$ cat config.mk
export PLATFORM = sky130hd
export DESIGN_NAME = ex_top
export DESIGN_NICKNAME = d
export VERILOG_FILES = /design/src/rtl/ex_cfg_pkg.sv /design/src/rtl/ex_ops_pkg.sv /design/src/rtl/ex_alu.sv /design/src/rtl/ex_block.sv /design/src/rtl/ex_multdiv.sv /design/src/rtl/ex_regfile.sv /design/src/rtl/ex_top.sv
export SDC_FILE = /design/constraint.sdc
export NUM_CORES = 2
export LEC_CHECK = 0
export ABC_AREA = 1
export BUFFER_PORTS_ARGS = -buffer_cell sky130_fd_sc_hd__buf_2
export CAP_MARGIN = 20
export CORE_MARGIN = 1
export CORE_UTILIZATION = 30
export DETAILED_ROUTE_END_ITERATION = 10
export PLACE_DENSITY_LB_ADDON = 0.05
export SYNTH_ARGS = -nofsm -noshare
export SYNTH_HDL_FRONTEND = slang
export SYNTH_SLANG_ARGS = --single-unit
$ cat constraint.sdc
create_clock -name clk_i -period 8.45 [get_ports clk_i]
set_input_delay 2.535 -clock clk_i [delete_from_list [all_inputs] [get_ports clk_i]]
set_output_delay 2.535 -clock clk_i [all_outputs]
set_load 0.02 [all_outputs]
$ cat src/rtl/ex_cfg_pkg.sv
// Sizing constants of the execution stage
// NREGS must be a power of two; REG_AW and MD_CNT_W are derived
package ex_cfg_pkg;

  // Datapath width
  localparam int XLEN = 32;

  // Register file
  localparam int NREGS  = 16;
  localparam int REG_AW = $clog2(NREGS);

  // One multiply/divide iteration per operand bit
  localparam int MD_ITERS = 32;
  localparam int MD_CNT_W = $clog2(MD_ITERS);

endpackage

$ cat src/rtl/ex_ops_pkg.sv
// Operation encodings for the ALU and the multiply/divide unit
// The six branch compares occupy the top of the ALU encoding
package ex_ops_pkg;

  typedef enum logic [3:0] {
    ADD  = 4'd0,
    SUB  = 4'd1,
    AND  = 4'd2,
    OR   = 4'd3,
    XOR  = 4'd4,
    SLL  = 4'd5,
    SRL  = 4'd6,
    SRA  = 4'd7,
    SLT  = 4'd8,
    SLTU = 4'd9,
    EQ   = 4'd10,
    NE   = 4'd11,
    LT   = 4'd12,
    GE   = 4'd13,
    LTU  = 4'd14,
    GEU  = 4'd15
  } alu_op_e;

  // Unsigned only
  typedef enum logic [1:0] {
    MUL   = 2'd0,
    MULHU = 2'd1,
    DIVU  = 2'd2,
    REMU  = 2'd3
  } md_op_e;

  // Branch compares, not SLT/SLTU
  function automatic logic is_cmp_op(alu_op_e op);
    return op inside {EQ, NE, LT, GE, LTU, GEU};
  endfunction

endpackage

$ cat src/rtl/ex_alu.sv
// Integer ALU around one 33-bit adder, operands given as {value, lsb}
// An lsb of 1 on both adder inputs injects the +1 of a subtraction
// Branch compares leave the adder on a+b, which is the jump target
module ex_alu (
  input  ex_ops_pkg::alu_op_e          operator_i,
  input  logic [ex_cfg_pkg::XLEN-1:0]  operand_a_i,
  input  logic [ex_cfg_pkg::XLEN-1:0]  operand_b_i,
  input  logic [ex_cfg_pkg::XLEN:0]    md_operand_a_i,
  input  logic [ex_cfg_pkg::XLEN:0]    md_operand_b_i,
  input  logic                         md_en_i,
  output logic [ex_cfg_pkg::XLEN-1:0]  adder_result_o,
  output logic [ex_cfg_pkg::XLEN+1:0]  adder_result_ext_o,
  output logic [ex_cfg_pkg::XLEN-1:0]  result_o,
  output logic                         comparison_result_o,
  output logic                         is_equal_result_o
);

  logic                                  adder_sub;
  logic [ex_cfg_pkg::XLEN:0]             adder_in_a;
  logic [ex_cfg_pkg::XLEN:0]             adder_in_b;
  logic                                  slt_s;
  logic                                  slt_u;
  logic                                  br_lt_s;
  logic                                  br_lt_u;
  logic                                  set_op;
  logic [$clog2(ex_cfg_pkg::XLEN)-1:0]   shift_amt;
  logic [ex_cfg_pkg::XLEN-1:0]           operand_a_rev;
  logic [ex_cfg_pkg::XLEN-1:0]           shift_in;
  logic signed [ex_cfg_pkg::XLEN:0]      shift_full;
  logic [ex_cfg_pkg::XLEN-1:0]           shift_full_rev;
  logic [ex_cfg_pkg::XLEN-1:0]           shift_res;
  logic [ex_cfg_pkg::XLEN-1:0]           logic_res;

  ////////////////////////////////////////////////////////////////////////////
  // Adder
  ////////////////////////////////////////////////////////////////////////////

  assign adder_sub = operator_i inside {ex_ops_pkg::SUB, ex_ops_pkg::SLT, ex_ops_pkg::SLTU};

  always_comb begin
    if (md_en_i) begin
      adder_in_a = md_operand_a_i;
      adder_in_b = md_operand_b_i;
    end else begin
      adder_in_a = {operand_a_i, 1'b1};
      adder_in_b = adder_sub ? {~operand_b_i, 1'b1} : {operand_b_i, 1'b0};
    end
  end

  assign adder_result_ext_o = {1'b0, adder_in_a} + {1'b0, adder_in_b};
  assign adder_result_o     = adder_result_ext_o[ex_cfg_pkg::XLEN:1];

  // SLT/SLTU from the carry and sign of a-b
  assign slt_u = ~adder_result_ext_o[ex_cfg_pkg::XLEN+1];
  assign slt_s = (operand_a_i[ex_cfg_pkg::XLEN-1] ^ operand_b_i[ex_cfg_pkg::XLEN-1]) ?
                 operand_a_i[ex_cfg_pkg::XLEN-1] : adder_result_o[ex_cfg_pkg::XLEN-1];

  // Zero test on the adder serves the divider's divisor check
  assign is_equal_result_o = md_en_i ? (adder_result_o == '0) : (operand_a_i == operand_b_i);
  assign br_lt_s           = $signed(operand_a_i) < $signed(operand_b_i);
  assign br_lt_u           = operand_a_i < operand_b_i;

  always_comb begin
    case (operator_i)
      ex_ops_pkg::EQ:   comparison_result_o = is_equal_result_o;
      ex_ops_pkg::NE:   comparison_result_o = ~is_equal_result_o;
      ex_ops_pkg::LT:   comparison_result_o = br_lt_s;
      ex_ops_pkg::GE:   comparison_result_o = ~br_lt_s;
      ex_ops_pkg::LTU:  comparison_result_o = br_lt_u;
      ex_ops_pkg::GEU:  comparison_result_o = ~br_lt_u;
      ex_ops_pkg::SLT:  comparison_result_o = slt_s;
      ex_ops_pkg::SLTU: comparison_result_o = slt_u;
      default:          comparison_result_o = 1'b0;
    endcase
  end

  ////////////////////////////////////////////////////////////////////////////
  // Shifter
  ////////////////////////////////////////////////////////////////////////////

  // Right shifter only; SLL reverses bits on the way in and out
  assign shift_amt      = operand_b_i[$clog2(ex_cfg_pkg::XLEN)-1:0];
  assign operand_a_rev  = {<<{operand_a_i}};
  assign shift_in       = (operator_i == ex_ops_pkg::SLL) ? operand_a_rev : operand_a_i;
  assign shift_full     = $signed({(operator_i == ex_ops_pkg::SRA) &
                                   shift_in[ex_cfg_pkg::XLEN-1], shift_in}) >>> shift_amt;
  assign shift_full_rev = {<<{shift_full[ex_cfg_pkg::XLEN-1:0]}};
  assign shift_res      = (operator_i == ex_ops_pkg::SLL) ? shift_full_rev :
                          shift_full[ex_cfg_pkg::XLEN-1:0];

  ////////////////////////////////////////////////////////////////////////////
  // Result
  ////////////////////////////////////////////////////////////////////////////

  always_comb begin
    case (operator_i)
      ex_ops_pkg::AND: logic_res = operand_a_i & operand_b_i;
      ex_ops_pkg::OR:  logic_res = operand_a_i | operand_b_i;
      ex_ops_pkg::XOR: logic_res = operand_a_i ^ operand_b_i;
      ex_ops_pkg::SLL,
      ex_ops_pkg::SRL,
      ex_ops_pkg::SRA: logic_res = shift_res;
      default:         logic_res = adder_result_o;
    endcase
  end

  assign set_op   = ex_ops_pkg::is_cmp_op(operator_i) ||
                    (operator_i inside {ex_ops_pkg::SLT, ex_ops_pkg::SLTU});
  assign result_o = set_op ? {{(ex_cfg_pkg::XLEN-1){1'b0}}, comparison_result_o} : logic_res;

endmodule

$ cat src/rtl/ex_block.sv
// Execution block with ALU and optional multiply/divide unit
// The multiply/divide unit owns the ALU adder while its enable is set
// RV32M=0 removes it and ignores mult_en_i and div_en_i
module ex_block #(
  parameter bit RV32M = 1'b1
) (
  input  logic                         clk_i,
  input  logic                         rst_n_i,
  input  ex_ops_pkg::alu_op_e          alu_operator_i,
  input  logic [ex_cfg_pkg::XLEN-1:0]  alu_operand_a_i,
  input  logic [ex_cfg_pkg::XLEN-1:0]  alu_operand_b_i,
  input  ex_ops_pkg::md_op_e           md_operator_i,
  input  logic                         mult_en_i,
  input  logic                         div_en_i,
  input  logic [ex_cfg_pkg::XLEN-1:0]  md_operand_a_i,
  input  logic [ex_cfg_pkg::XLEN-1:0]  md_operand_b_i,
  output logic [ex_cfg_pkg::XLEN-1:0]  result_o,
  output logic [ex_cfg_pkg::XLEN-1:0]  jump_target_o,
  output logic                         branch_decision_o,
  output logic                         ex_valid_o
);

  logic                         md_en;
  logic                         md_valid;
  logic [ex_cfg_pkg::XLEN-1:0]  md_result;
  logic [ex_cfg_pkg::XLEN:0]    md_alu_a;
  logic [ex_cfg_pkg::XLEN:0]    md_alu_b;
  logic [ex_cfg_pkg::XLEN-1:0]  alu_result;
  logic [ex_cfg_pkg::XLEN-1:0]  adder_result;
  logic [ex_cfg_pkg::XLEN+1:0]  adder_result_ext;
  logic                         is_equal;

  ex_alu i_alu (
    .operator_i          (alu_operator_i),
    .operand_a_i         (alu_operand_a_i),
    .operand_b_i         (alu_operand_b_i),
    .md_operand_a_i      (md_alu_a),
    .md_operand_b_i      (md_alu_b),
    .md_en_i             (md_en),
    .adder_result_o      (adder_result),
    .adder_result_ext_o  (adder_result_ext),
    .result_o            (alu_result),
    .comparison_result_o (branch_decision_o),
    .is_equal_result_o   (is_equal)
  );

  if (RV32M) begin : gen_multdiv
    assign md_en = mult_en_i | div_en_i;

    ex_multdiv i_multdiv (
      .clk_i           (clk_i),
      .rst_n_i         (rst_n_i),
      .mult_en_i       (mult_en_i),
      .div_en_i        (div_en_i),
      .operator_i      (md_operator_i),
      .op_a_i          (md_operand_a_i),
      .op_b_i          (md_operand_b_i),
      .alu_adder_i     (adder_result),
      .alu_adder_ext_i (adder_result_ext),
      .equal_to_zero_i (is_equal),
      .alu_operand_a_o (md_alu_a),
      .alu_operand_b_o (md_alu_b),
      .valid_o         (md_valid),
      .result_o        (md_result)
    );
  end else begin : gen_no_multdiv
    assign md_en     = 1'b0;
    assign md_alu_a  = '0;
    assign md_alu_b  = '0;
    assign md_valid  = 1'b0;
    assign md_result = '0;
  end

  assign jump_target_o = adder_result;
  assign result_o      = md_en ? md_result : alu_result;

  // ALU result is ready in the same cycle
  assign ex_valid_o = md_en ? md_valid : 1'b1;

endmodule

$ cat src/rtl/ex_multdiv.sv
// Unsigned multiply/divide, one bit per cycle through the ALU adder
// Operands, operation and enables must stay stable from IDLE to FINISH
// Latency is one load cycle, MD_ITERS iterations and one finish cycle
module ex_multdiv (
  input  logic                         clk_i,
  input  logic                         rst_n_i,
  input  logic                         mult_en_i,
  input  logic                         div_en_i,
  input  ex_ops_pkg::md_op_e           operator_i,
  input  logic [ex_cfg_pkg::XLEN-1:0]  op_a_i,
  input  logic [ex_cfg_pkg::XLEN-1:0]  op_b_i,
  input  logic [ex_cfg_pkg::XLEN-1:0]  alu_adder_i,
  input  logic [ex_cfg_pkg::XLEN+1:0]  alu_adder_ext_i,
  input  logic                         equal_to_zero_i,
  output logic [ex_cfg_pkg::XLEN:0]    alu_operand_a_o,
  output logic [ex_cfg_pkg::XLEN:0]    alu_operand_b_o,
  output logic                         valid_o,
  output logic [ex_cfg_pkg::XLEN-1:0]  result_o
);

  typedef enum logic [1:0] {
    IDLE,
    CALC,
    FINISH
  } md_state_e;

  md_state_e                           state_q;
  logic [ex_cfg_pkg::MD_CNT_W-1:0]     cnt_q;
  logic                                div_zero_q;
  logic [2*ex_cfg_pkg::XLEN-1:0]       acc_q;
  logic [ex_cfg_pkg::XLEN-1:0]         acc_hi;
  logic [ex_cfg_pkg::XLEN-1:0]         acc_lo;
  logic [ex_cfg_pkg::XLEN-1:0]         addend;
  logic [ex_cfg_pkg::XLEN:0]           mul_sum;
  logic [ex_cfg_pkg::XLEN-1:0]         rem_shift;
  logic [ex_cfg_pkg::XLEN-1:0]         rem_next;
  logic                                take;

  // Product in {hi, lo}; for division hi is the remainder, lo the quotient
  assign acc_hi = acc_q[2*ex_cfg_pkg::XLEN-1:ex_cfg_pkg::XLEN];
  assign acc_lo = acc_q[ex_cfg_pkg::XLEN-1:0];

  // Shift-add step, the adder sum keeps its carry
  assign addend  = op_b_i & {ex_cfg_pkg::XLEN{acc_lo[0]}};
  assign mul_sum = alu_adder_ext_i[ex_cfg_pkg::XLEN+1:1];

  // Restoring step. A set remainder MSB means the shifted value exceeds
  // any divisor, so the subtraction is kept regardless of the borrow
  assign rem_shift = {acc_hi[ex_cfg_pkg::XLEN-2:0], acc_lo[ex_cfg_pkg::XLEN-1]};
  assign take      = acc_hi[ex_cfg_pkg::XLEN-1] | alu_adder_ext_i[ex_cfg_pkg::XLEN+1];
  assign rem_next  = take ? alu_adder_i : rem_shift;

  // Adder operands; IDLE forms 0 - b for the zero-divisor test
  always_comb begin
    alu_operand_a_o = {{ex_cfg_pkg::XLEN{1'b0}}, 1'b1};
    alu_operand_b_o = {~op_b_i, 1'b1};
    if (state_q == CALC) begin
      if (div_en_i) begin
        alu_operand_a_o = {rem_shift, 1'b1};
      end else begin
        alu_operand_a_o = {acc_hi, 1'b0};
        alu_operand_b_o = {addend, 1'b0};
      end
    end
  end

  always_ff @(posedge clk_i or negedge rst_n_i) begin
    if (!rst_n_i) begin
      state_q    <= IDLE;
      cnt_q      <= '0;
      div_zero_q <= 1'b0;
    end else begin
      case (state_q)
        IDLE: begin
          if (mult_en_i || div_en_i) begin
            state_q    <= CALC;
            cnt_q      <= '0;
            div_zero_q <= div_en_i & equal_to_zero_i;
          end
        end
        CALC: begin
          cnt_q <= cnt_q + 1'b1;
          if (cnt_q == ex_cfg_pkg::MD_CNT_W'(ex_cfg_pkg::MD_ITERS - 1)) begin
            state_q <= FINISH;
          end
        end
        default: state_q <= IDLE;
      endcase
    end
  end

  always_ff @(posedge clk_i) begin
    if (state_q == IDLE) begin
      acc_q <= {{ex_cfg_pkg::XLEN{1'b0}}, op_a_i};
    end else if (state_q == CALC) begin
      if (div_en_i) begin
        acc_q <= {rem_next, acc_lo[ex_cfg_pkg::XLEN-2:0], take};
      end else begin
        acc_q <= {mul_sum, acc_lo[ex_cfg_pkg::XLEN-1:1]};
      end
    end
  end

  assign valid_o = (state_q == FINISH);

  always_comb begin
    case (operator_i)
      ex_ops_pkg::MUL,
      ex_ops_pkg::DIVU: result_o = acc_lo;
      default:          result_o = acc_hi;
    endcase
    // RISC-V divide by zero
    if (div_zero_q) begin
      result_o = (operator_i == ex_ops_pkg::DIVU) ? '1 : op_a_i;
    end
  end

endmodule

$ cat src/rtl/ex_regfile.sv
// Flop-based register file, two combinational reads and one write
// Register 0 is never written and reads as zero
module ex_regfile (
  input  logic                           clk_i,
  input  logic                           rst_n_i,
  input  logic [ex_cfg_pkg::REG_AW-1:0]  raddr_a_i,
  input  logic [ex_cfg_pkg::REG_AW-1:0]  raddr_b_i,
  input  logic                           we_i,
  input  logic [ex_cfg_pkg::REG_AW-1:0]  waddr_i,
  input  logic [ex_cfg_pkg::XLEN-1:0]    wdata_i,
  output logic [ex_cfg_pkg::XLEN-1:0]    rdata_a_o,
  output logic [ex_cfg_pkg::XLEN-1:0]    rdata_b_o
);

  logic [ex_cfg_pkg::XLEN-1:0] regs_q [ex_cfg_pkg::NREGS];

  always_ff @(posedge clk_i or negedge rst_n_i) begin
    if (!rst_n_i) begin
      for (int i = 0; i < ex_cfg_pkg::NREGS; i++) begin
        regs_q[i] <= '0;
      end
    end else if (we_i && (waddr_i != '0)) begin
      regs_q[waddr_i] <= wdata_i;
    end
  end

  // Read mux, x0 forced to zero
  assign rdata_a_o = (raddr_a_i == '0) ? '0 : regs_q[raddr_a_i];
  assign rdata_b_o = (raddr_b_i == '0) ? '0 : regs_q[raddr_b_i];

endmodule

$ cat src/rtl/ex_top.sv
// Single-issue execution stage with register file and writeback
// No forwarding: an issue accepted on a writeback edge reads the old value
// issue_ready_o drops only while a multiply/divide is in flight
module ex_top #(
  parameter bit RV32M = 1'b1
) (
  input  logic                           clk_i,
  input  logic                           rst_n_i,
  input  logic                           issue_valid_i,
  output logic                           issue_ready_o,
  input  logic                           md_sel_i,
  input  ex_ops_pkg::alu_op_e            alu_op_i,
  input  ex_ops_pkg::md_op_e             md_op_i,
  input  logic [ex_cfg_pkg::REG_AW-1:0]  rs1_i,
  input  logic [ex_cfg_pkg::REG_AW-1:0]  rs2_i,
  input  logic [ex_cfg_pkg::REG_AW-1:0]  rd_i,
  input  logic                           use_imm_i,
  input  logic [ex_cfg_pkg::XLEN-1:0]    imm_i,
  output logic                           wb_valid_o,
  output logic [ex_cfg_pkg::REG_AW-1:0]  wb_rd_o,
  output logic [ex_cfg_pkg::XLEN-1:0]    wb_data_o,
  output logic                           branch_taken_o,
  output logic [ex_cfg_pkg::XLEN-1:0]    jump_target_o
);

  logic                           inflight_q;
  logic                           md_sel_q;
  logic [ex_cfg_pkg::XLEN-1:0]    op_a_q;
  logic [ex_cfg_pkg::XLEN-1:0]    op_b_q;
  ex_ops_pkg::alu_op_e            alu_op_q;
  ex_ops_pkg::md_op_e             md_op_q;
  logic [ex_cfg_pkg::REG_AW-1:0]  rd_q;
  logic [ex_cfg_pkg::XLEN-1:0]    rdata_a;
  logic [ex_cfg_pkg::XLEN-1:0]    rdata_b;
  logic [ex_cfg_pkg::XLEN-1:0]    ex_result;
  logic [ex_cfg_pkg::XLEN-1:0]    ex_jump_target;
  logic                           ex_branch;
  logic                           ex_valid;
  logic                           accept;
  logic                           md_active;
  logic                           md_is_div;
  logic                           wb_en;

  assign md_active     = inflight_q & md_sel_q;
  assign issue_ready_o = ~md_active;
  assign accept        = issue_valid_i & issue_ready_o;
  assign md_is_div     = md_op_q inside {ex_ops_pkg::DIVU, ex_ops_pkg::REMU};
  assign wb_en         = inflight_q & ex_valid;

  ex_regfile i_regfile (
    .clk_i     (clk_i),
    .rst_n_i   (rst_n_i),
    .raddr_a_i (rs1_i),
    .raddr_b_i (rs2_i),
    .we_i      (wb_en),
    .waddr_i   (rd_q),
    .wdata_i   (ex_result),
    .rdata_a_o (rdata_a),
    .rdata_b_o (rdata_b)
  );

  // Control: one operation in flight at most
  always_ff @(posedge clk_i or negedge rst_n_i) begin
    if (!rst_n_i) begin
      inflight_q <= 1'b0;
      md_sel_q   <= 1'b0;
      wb_valid_o <= 1'b0;
    end else begin
      wb_valid_o <= wb_en;
      if (accept) begin
        inflight_q <= 1'b1;
        md_sel_q   <= md_sel_i & RV32M;
      end else if (wb_en) begin
        inflight_q <= 1'b0;
        md_sel_q   <= 1'b0;
      end
    end
  end

  // Operands held steady until writeback
  always_ff @(posedge clk_i) begin
    if (accept) begin
      op_a_q   <= rdata_a;
      op_b_q   <= use_imm_i ? imm_i : rdata_b;
      // Without RV32M a multiply/divide issue runs as ADD
      alu_op_q <= md_sel_i ? ex_ops_pkg::ADD : alu_op_i;
      md_op_q  <= md_op_i;
      rd_q     <= rd_i;
    end
    if (wb_en) begin
      wb_rd_o        <= rd_q;
      wb_data_o      <= ex_result;
      branch_taken_o <= ex_branch;
      jump_target_o  <= ex_jump_target;
    end
  end

  ex_block #(
    .RV32M (RV32M)
  ) i_block (
    .clk_i             (clk_i),
    .rst_n_i           (rst_n_i),
    .alu_operator_i    (alu_op_q),
    .alu_operand_a_i   (op_a_q),
    .alu_operand_b_i   (op_b_q),
    .md_operator_i     (md_op_q),
    .mult_en_i         (md_active & ~md_is_div),
    .div_en_i          (md_active & md_is_div),
    .md_operand_a_i    (op_a_q),
    .md_operand_b_i    (op_b_q),
    .result_o          (ex_result),
    .jump_target_o     (ex_jump_target),
    .branch_decision_o (ex_branch),
    .ex_valid_o        (ex_valid)
  );

endmodule
==> results.md <==
- Die Span X: 395 um
- Final TNS setup: 0 ns
- RR Startpoint: inflight_q
- Synth Flop Type: dfrtp_1
- Nets: 6532
- I/O pin cnt: 126
- Fin crit period: 6.25 ns
- Max_cap viols: 0
- Via count: 44800
- Total wire length: 219 mm
- Final hold vios: 0
- Critical path class: flip-flop to flip-flop
- Min Hold Slack: 0.388 ns
- Netlist cell types: 56
- First-pass GRT wire length: 316 mm
- Largest net degree at the start of global routing: 169
- Final setup viols: 0
- Gr usage total: 0.275
- TritonCTS clock tree: yes
- Average wire per standard cell: 25.9 um
- Synth top area cells: dfrtp_1, nand2_1, edfxtp_1
- DR vias/cell: 5.30
- Drt drc: 0
- CTS root buf: clkbuf_16
- Critical path required time: 8.90 ns
- EDFF count, synth: 175
- Area Growth Syn to Fin: 11.8%
- PortBufs: 125
- Share of cells above drive strength 1: 0.0776
- Post-Synthesis Cells: 6520
- Drt first-iter violations: 4148
- Synthesized flop and latch total: 730
- Hold Crit Class: flip-flop to flip-flop
- Syn Area/Cell: 7.10 um^2
- RSZ-0062 raised after global routing: no
- CTS clock-pin slew for the worst setup and hold paths: 0.06 ns
- Post-route setup slack: 2.20 ns
- Post-DRT Antenna Nets: 0
- Cells on Worst Hold Path: 0
- Max Clock Freq: 160 MHz
- Vias in the first global route: 41900
- Cell Pwr Density: 312 mW/mm^2
- Worst R2R Path Depth: 27
- Area of the die: 0.156 mm^2
- Yosys top cell area share: 0.283
- Largest area contributor in the synthesized netlist: dfrtp_1
- Worst Skew: 0.0338 ns
- Reg-to-reg critical path endpoint: wb_data_o[0]
- Launch point of the worst path: inflight_q
- Critical path peak fanout: 25
- Async S/R FF share, synth: 0.716
- Mapped Area: 0.0463 mm^2
- Synthesis Warnings: 0
- Depth of the CTS H-tree: 3
- Final Slew Violations: 0
- Register area: 0.0190 mm^2
- Hold buffers post-CTS: 0
- Peak VDD IR: 0.169 mV
- WHS Endpoint: i_regfile.regs_q[489]
- Placer Congestion: 0.974
- # fillers: 16500
- Max_slew headroom: 0.283
- Pre-antenna DRT Iters: 5
- Pre-CTS setup slack: 2.28 ns
- DP HPWL: 150 mm
- Status: completed
- Die Y: 395 um
- Initial antenna violation count: 3
- Max Root-Sink Buffers: 3
- Cell Rows: 143
- CP Data Arrival Time: 6.70 ns
- Setup repair bufs after CTS: 0
- Remaining Overflow, GRT: 0
- Core area: 0.152 mm^2
- Syn nets: 6706
- Critical Path Sink Type: flip-flop
- TritonCTS Buffers: 96
- Starting density of the core: 0.303
- FF-to-FF setup slack: 2.20 ns
- Sequential fraction of the synthesis area: 0.410
- Worst-margin pin slew: 1.08 ns
- Multi-input logic area: 0.0231 mm^2
- # clock sinks: 730
- Critical path launch point type: flip-flop
- Post_cts resized: 0
- HP Start: i_regfile.regs_q[489]
- Period utilization: 0.740
- Clk Latency, worst-skew pair: 0.72 ns
- LEAKAGE: 23.6 nW
==> cells in the final DEF, fill, tap and decap left out, drive strengths merged, types with 2 or more instances in the layout <==
cell type	count
nand3	300
o211ai	86
buf	223
nand3b	8
inv	583
clkinv	34
mux2i	10
o21bai	10
a22o	27
o22ai	50
a311oi	15
xor2	3
a311o	7
o221ai	8
nor2	322
dfxtp	32
or2	17
ha	130
a21boi	3
nand2	1885
a211oi	12
bufinv	13
a21o	2
nand4	10
a31oi	75
nor3	24
a21oi	511
a31o	7
dfrtp	523
clkbuf	142
o21ai	1173
diode	2
edfxtp	175
nor4	4
==> registers in the layout (all words and copies together) (netlist names), 2 cells and up <==
register	flops
md_op_q	2
op_b_q	32
i_block.gen_multdiv.i_multdiv.state_q	2
jump_target_o	32
wb_rd_o	4
alu_op_q	4
wb_data_o	32
i_block.gen_multdiv.i_multdiv.acc_q	64
i_regfile.regs_q	512
op_a_q	32
rd_q	4
i_block.gen_multdiv.i_multdiv.cnt_q	5
==> cells in the mapped netlist, types with 3 or more instances <==
cell      instances
o21ai_2          16
o21ai_0        1019
nor3_1           24
ha_1            130
inv_1           571
nand3_2           4
a311oi_1         15
o22ai_1          50
a31oi_1          75
nor2_1          318
clkinv_1         11
nor4_1            4
o21bai_1         10
buf_1            46
nand3_1         296
dfrtp_1         523
or2_1            14
buf_6            17
edfxtp_1        175
nand2_2          42
a22o_1           27
nand2_1        1840
mux2i_1          10
or2_2             3
o221ai_1          8
o211ai_1         85
nand4_1          10
a211oi_1         12
a31o_2            7
inv_2            10
a21boi_1          3
a311o_1           7
dfxtp_1          32
buf_4            19
buf_2            49
o21ai_1         133
clkbuf_1        363
o21ai_4           5
nand3b_1          7
a21oi_1         509
==> routing by layer <==
layer	vias to the layer above	part of all wire	track usage
met2	1446	0.45	0.433
met3	281	0.056	0.0325
met1	21800	0.46	0.387
met5	-	0	0
li1	21300	-	-
met4	0	0.036	0.0988
==> logic make-up (layout without fill, tap and decap cells) <==
logic type | after synthesis | in the layout | synth area share
AOI/OAI and AO/OA | 1989 | 1989 | 0.233
xor gates and xnor gates | 3 | 3 | 0.000893
adders and majority gates | 131 | 131 | 0.0356
buffers and inverters | 1087 | 996 | 0.0941
DFF | 730 | 730 | 0.410
muxes | 10 | 10 | 0.00216
other | 0 | 2 | 0
and+or+nand+nor | 2570 | 2570 | 0.224
==> critical path, cell delays in order (launching register included) <==
cell	delay, ns
dfrtp_1	0.39
nand2_2	0.37
inv_1	0.30
o21ai_1	0.17
nand2_2	0.12
inv_1	0.65
buf_4	0.29
nand2_1	0.05
o21ai_0	0.08
inv_1	0.07
ha_1	0.39
nand2_1	0.14
inv_1	0.06
a21oi_1	0.31
nor2_1	0.07
nor2_1	0.09
nand2_1	0.15
nand2_1	0.13
nand3_1	0.14
xor2_1	0.65
nand3_1	0.16
nor2_1	0.14
nand3_1	0.21
nand2_1	0.15
nand2_1	0.08
nand3_1	0.08
nand3_1	0.08
nand2_2	0.42
==> where the power goes <==
part           switching, W  leakage [nW]  internal (W)  total (W)
logic               0.00422          13.0       0.00164    0.00586
registers          0.000822          8.93       0.00501    0.00583
clock network       0.00176          1.63       0.00267    0.00443
==> how the worst max path moves through the flow <==
stage | endpoint | cells after the start | slack (ns)
global placement | wb_data_o[0] | 27 | 2.31
global route | i_regfile.regs_q[160] | 29 | 1.72
CTS | wb_data_o[0] | 27 | 2.24
finish | wb_data_o[0] | 27 | 2.20
detailed placement | wb_data_o[0] | 27 | 2.28
floorplan | alu_op_q[0] | 2 | 3.93
==> through the flow <==
stage                     power, W  cell area, um^2  instances  utilization
after floorplan            0.00934            46300       6520            -
after global placement      0.0117            48400       8278        0.317
after detailed placement    0.0117            48400       8278        0.317
after CTS                   0.0162            51700       8459        0.339
after global routing        0.0171            51700       8459        0.339
final                       0.0161            51700       8461        0.339
==> cell type report <==
| type | instances | share of cell area |
|---|---|---|
| Tap cell | 2030 | 0.0491 |
| Clock inverter | 39 | 0.0110 |
| Multi-Input combinational cell | 4703 | 0.447 |
| Inverter | 592 | 0.0433 |
| Sequential cell | 730 | 0.367 |
| Timing Repair Buffer | 223 | 0.0291 |
| Antenna cell | 2 | 0.0000968 |
| Clock buffer | 142 | 0.0536 |
Note: power is estimated with default switching activity, not from simulation.
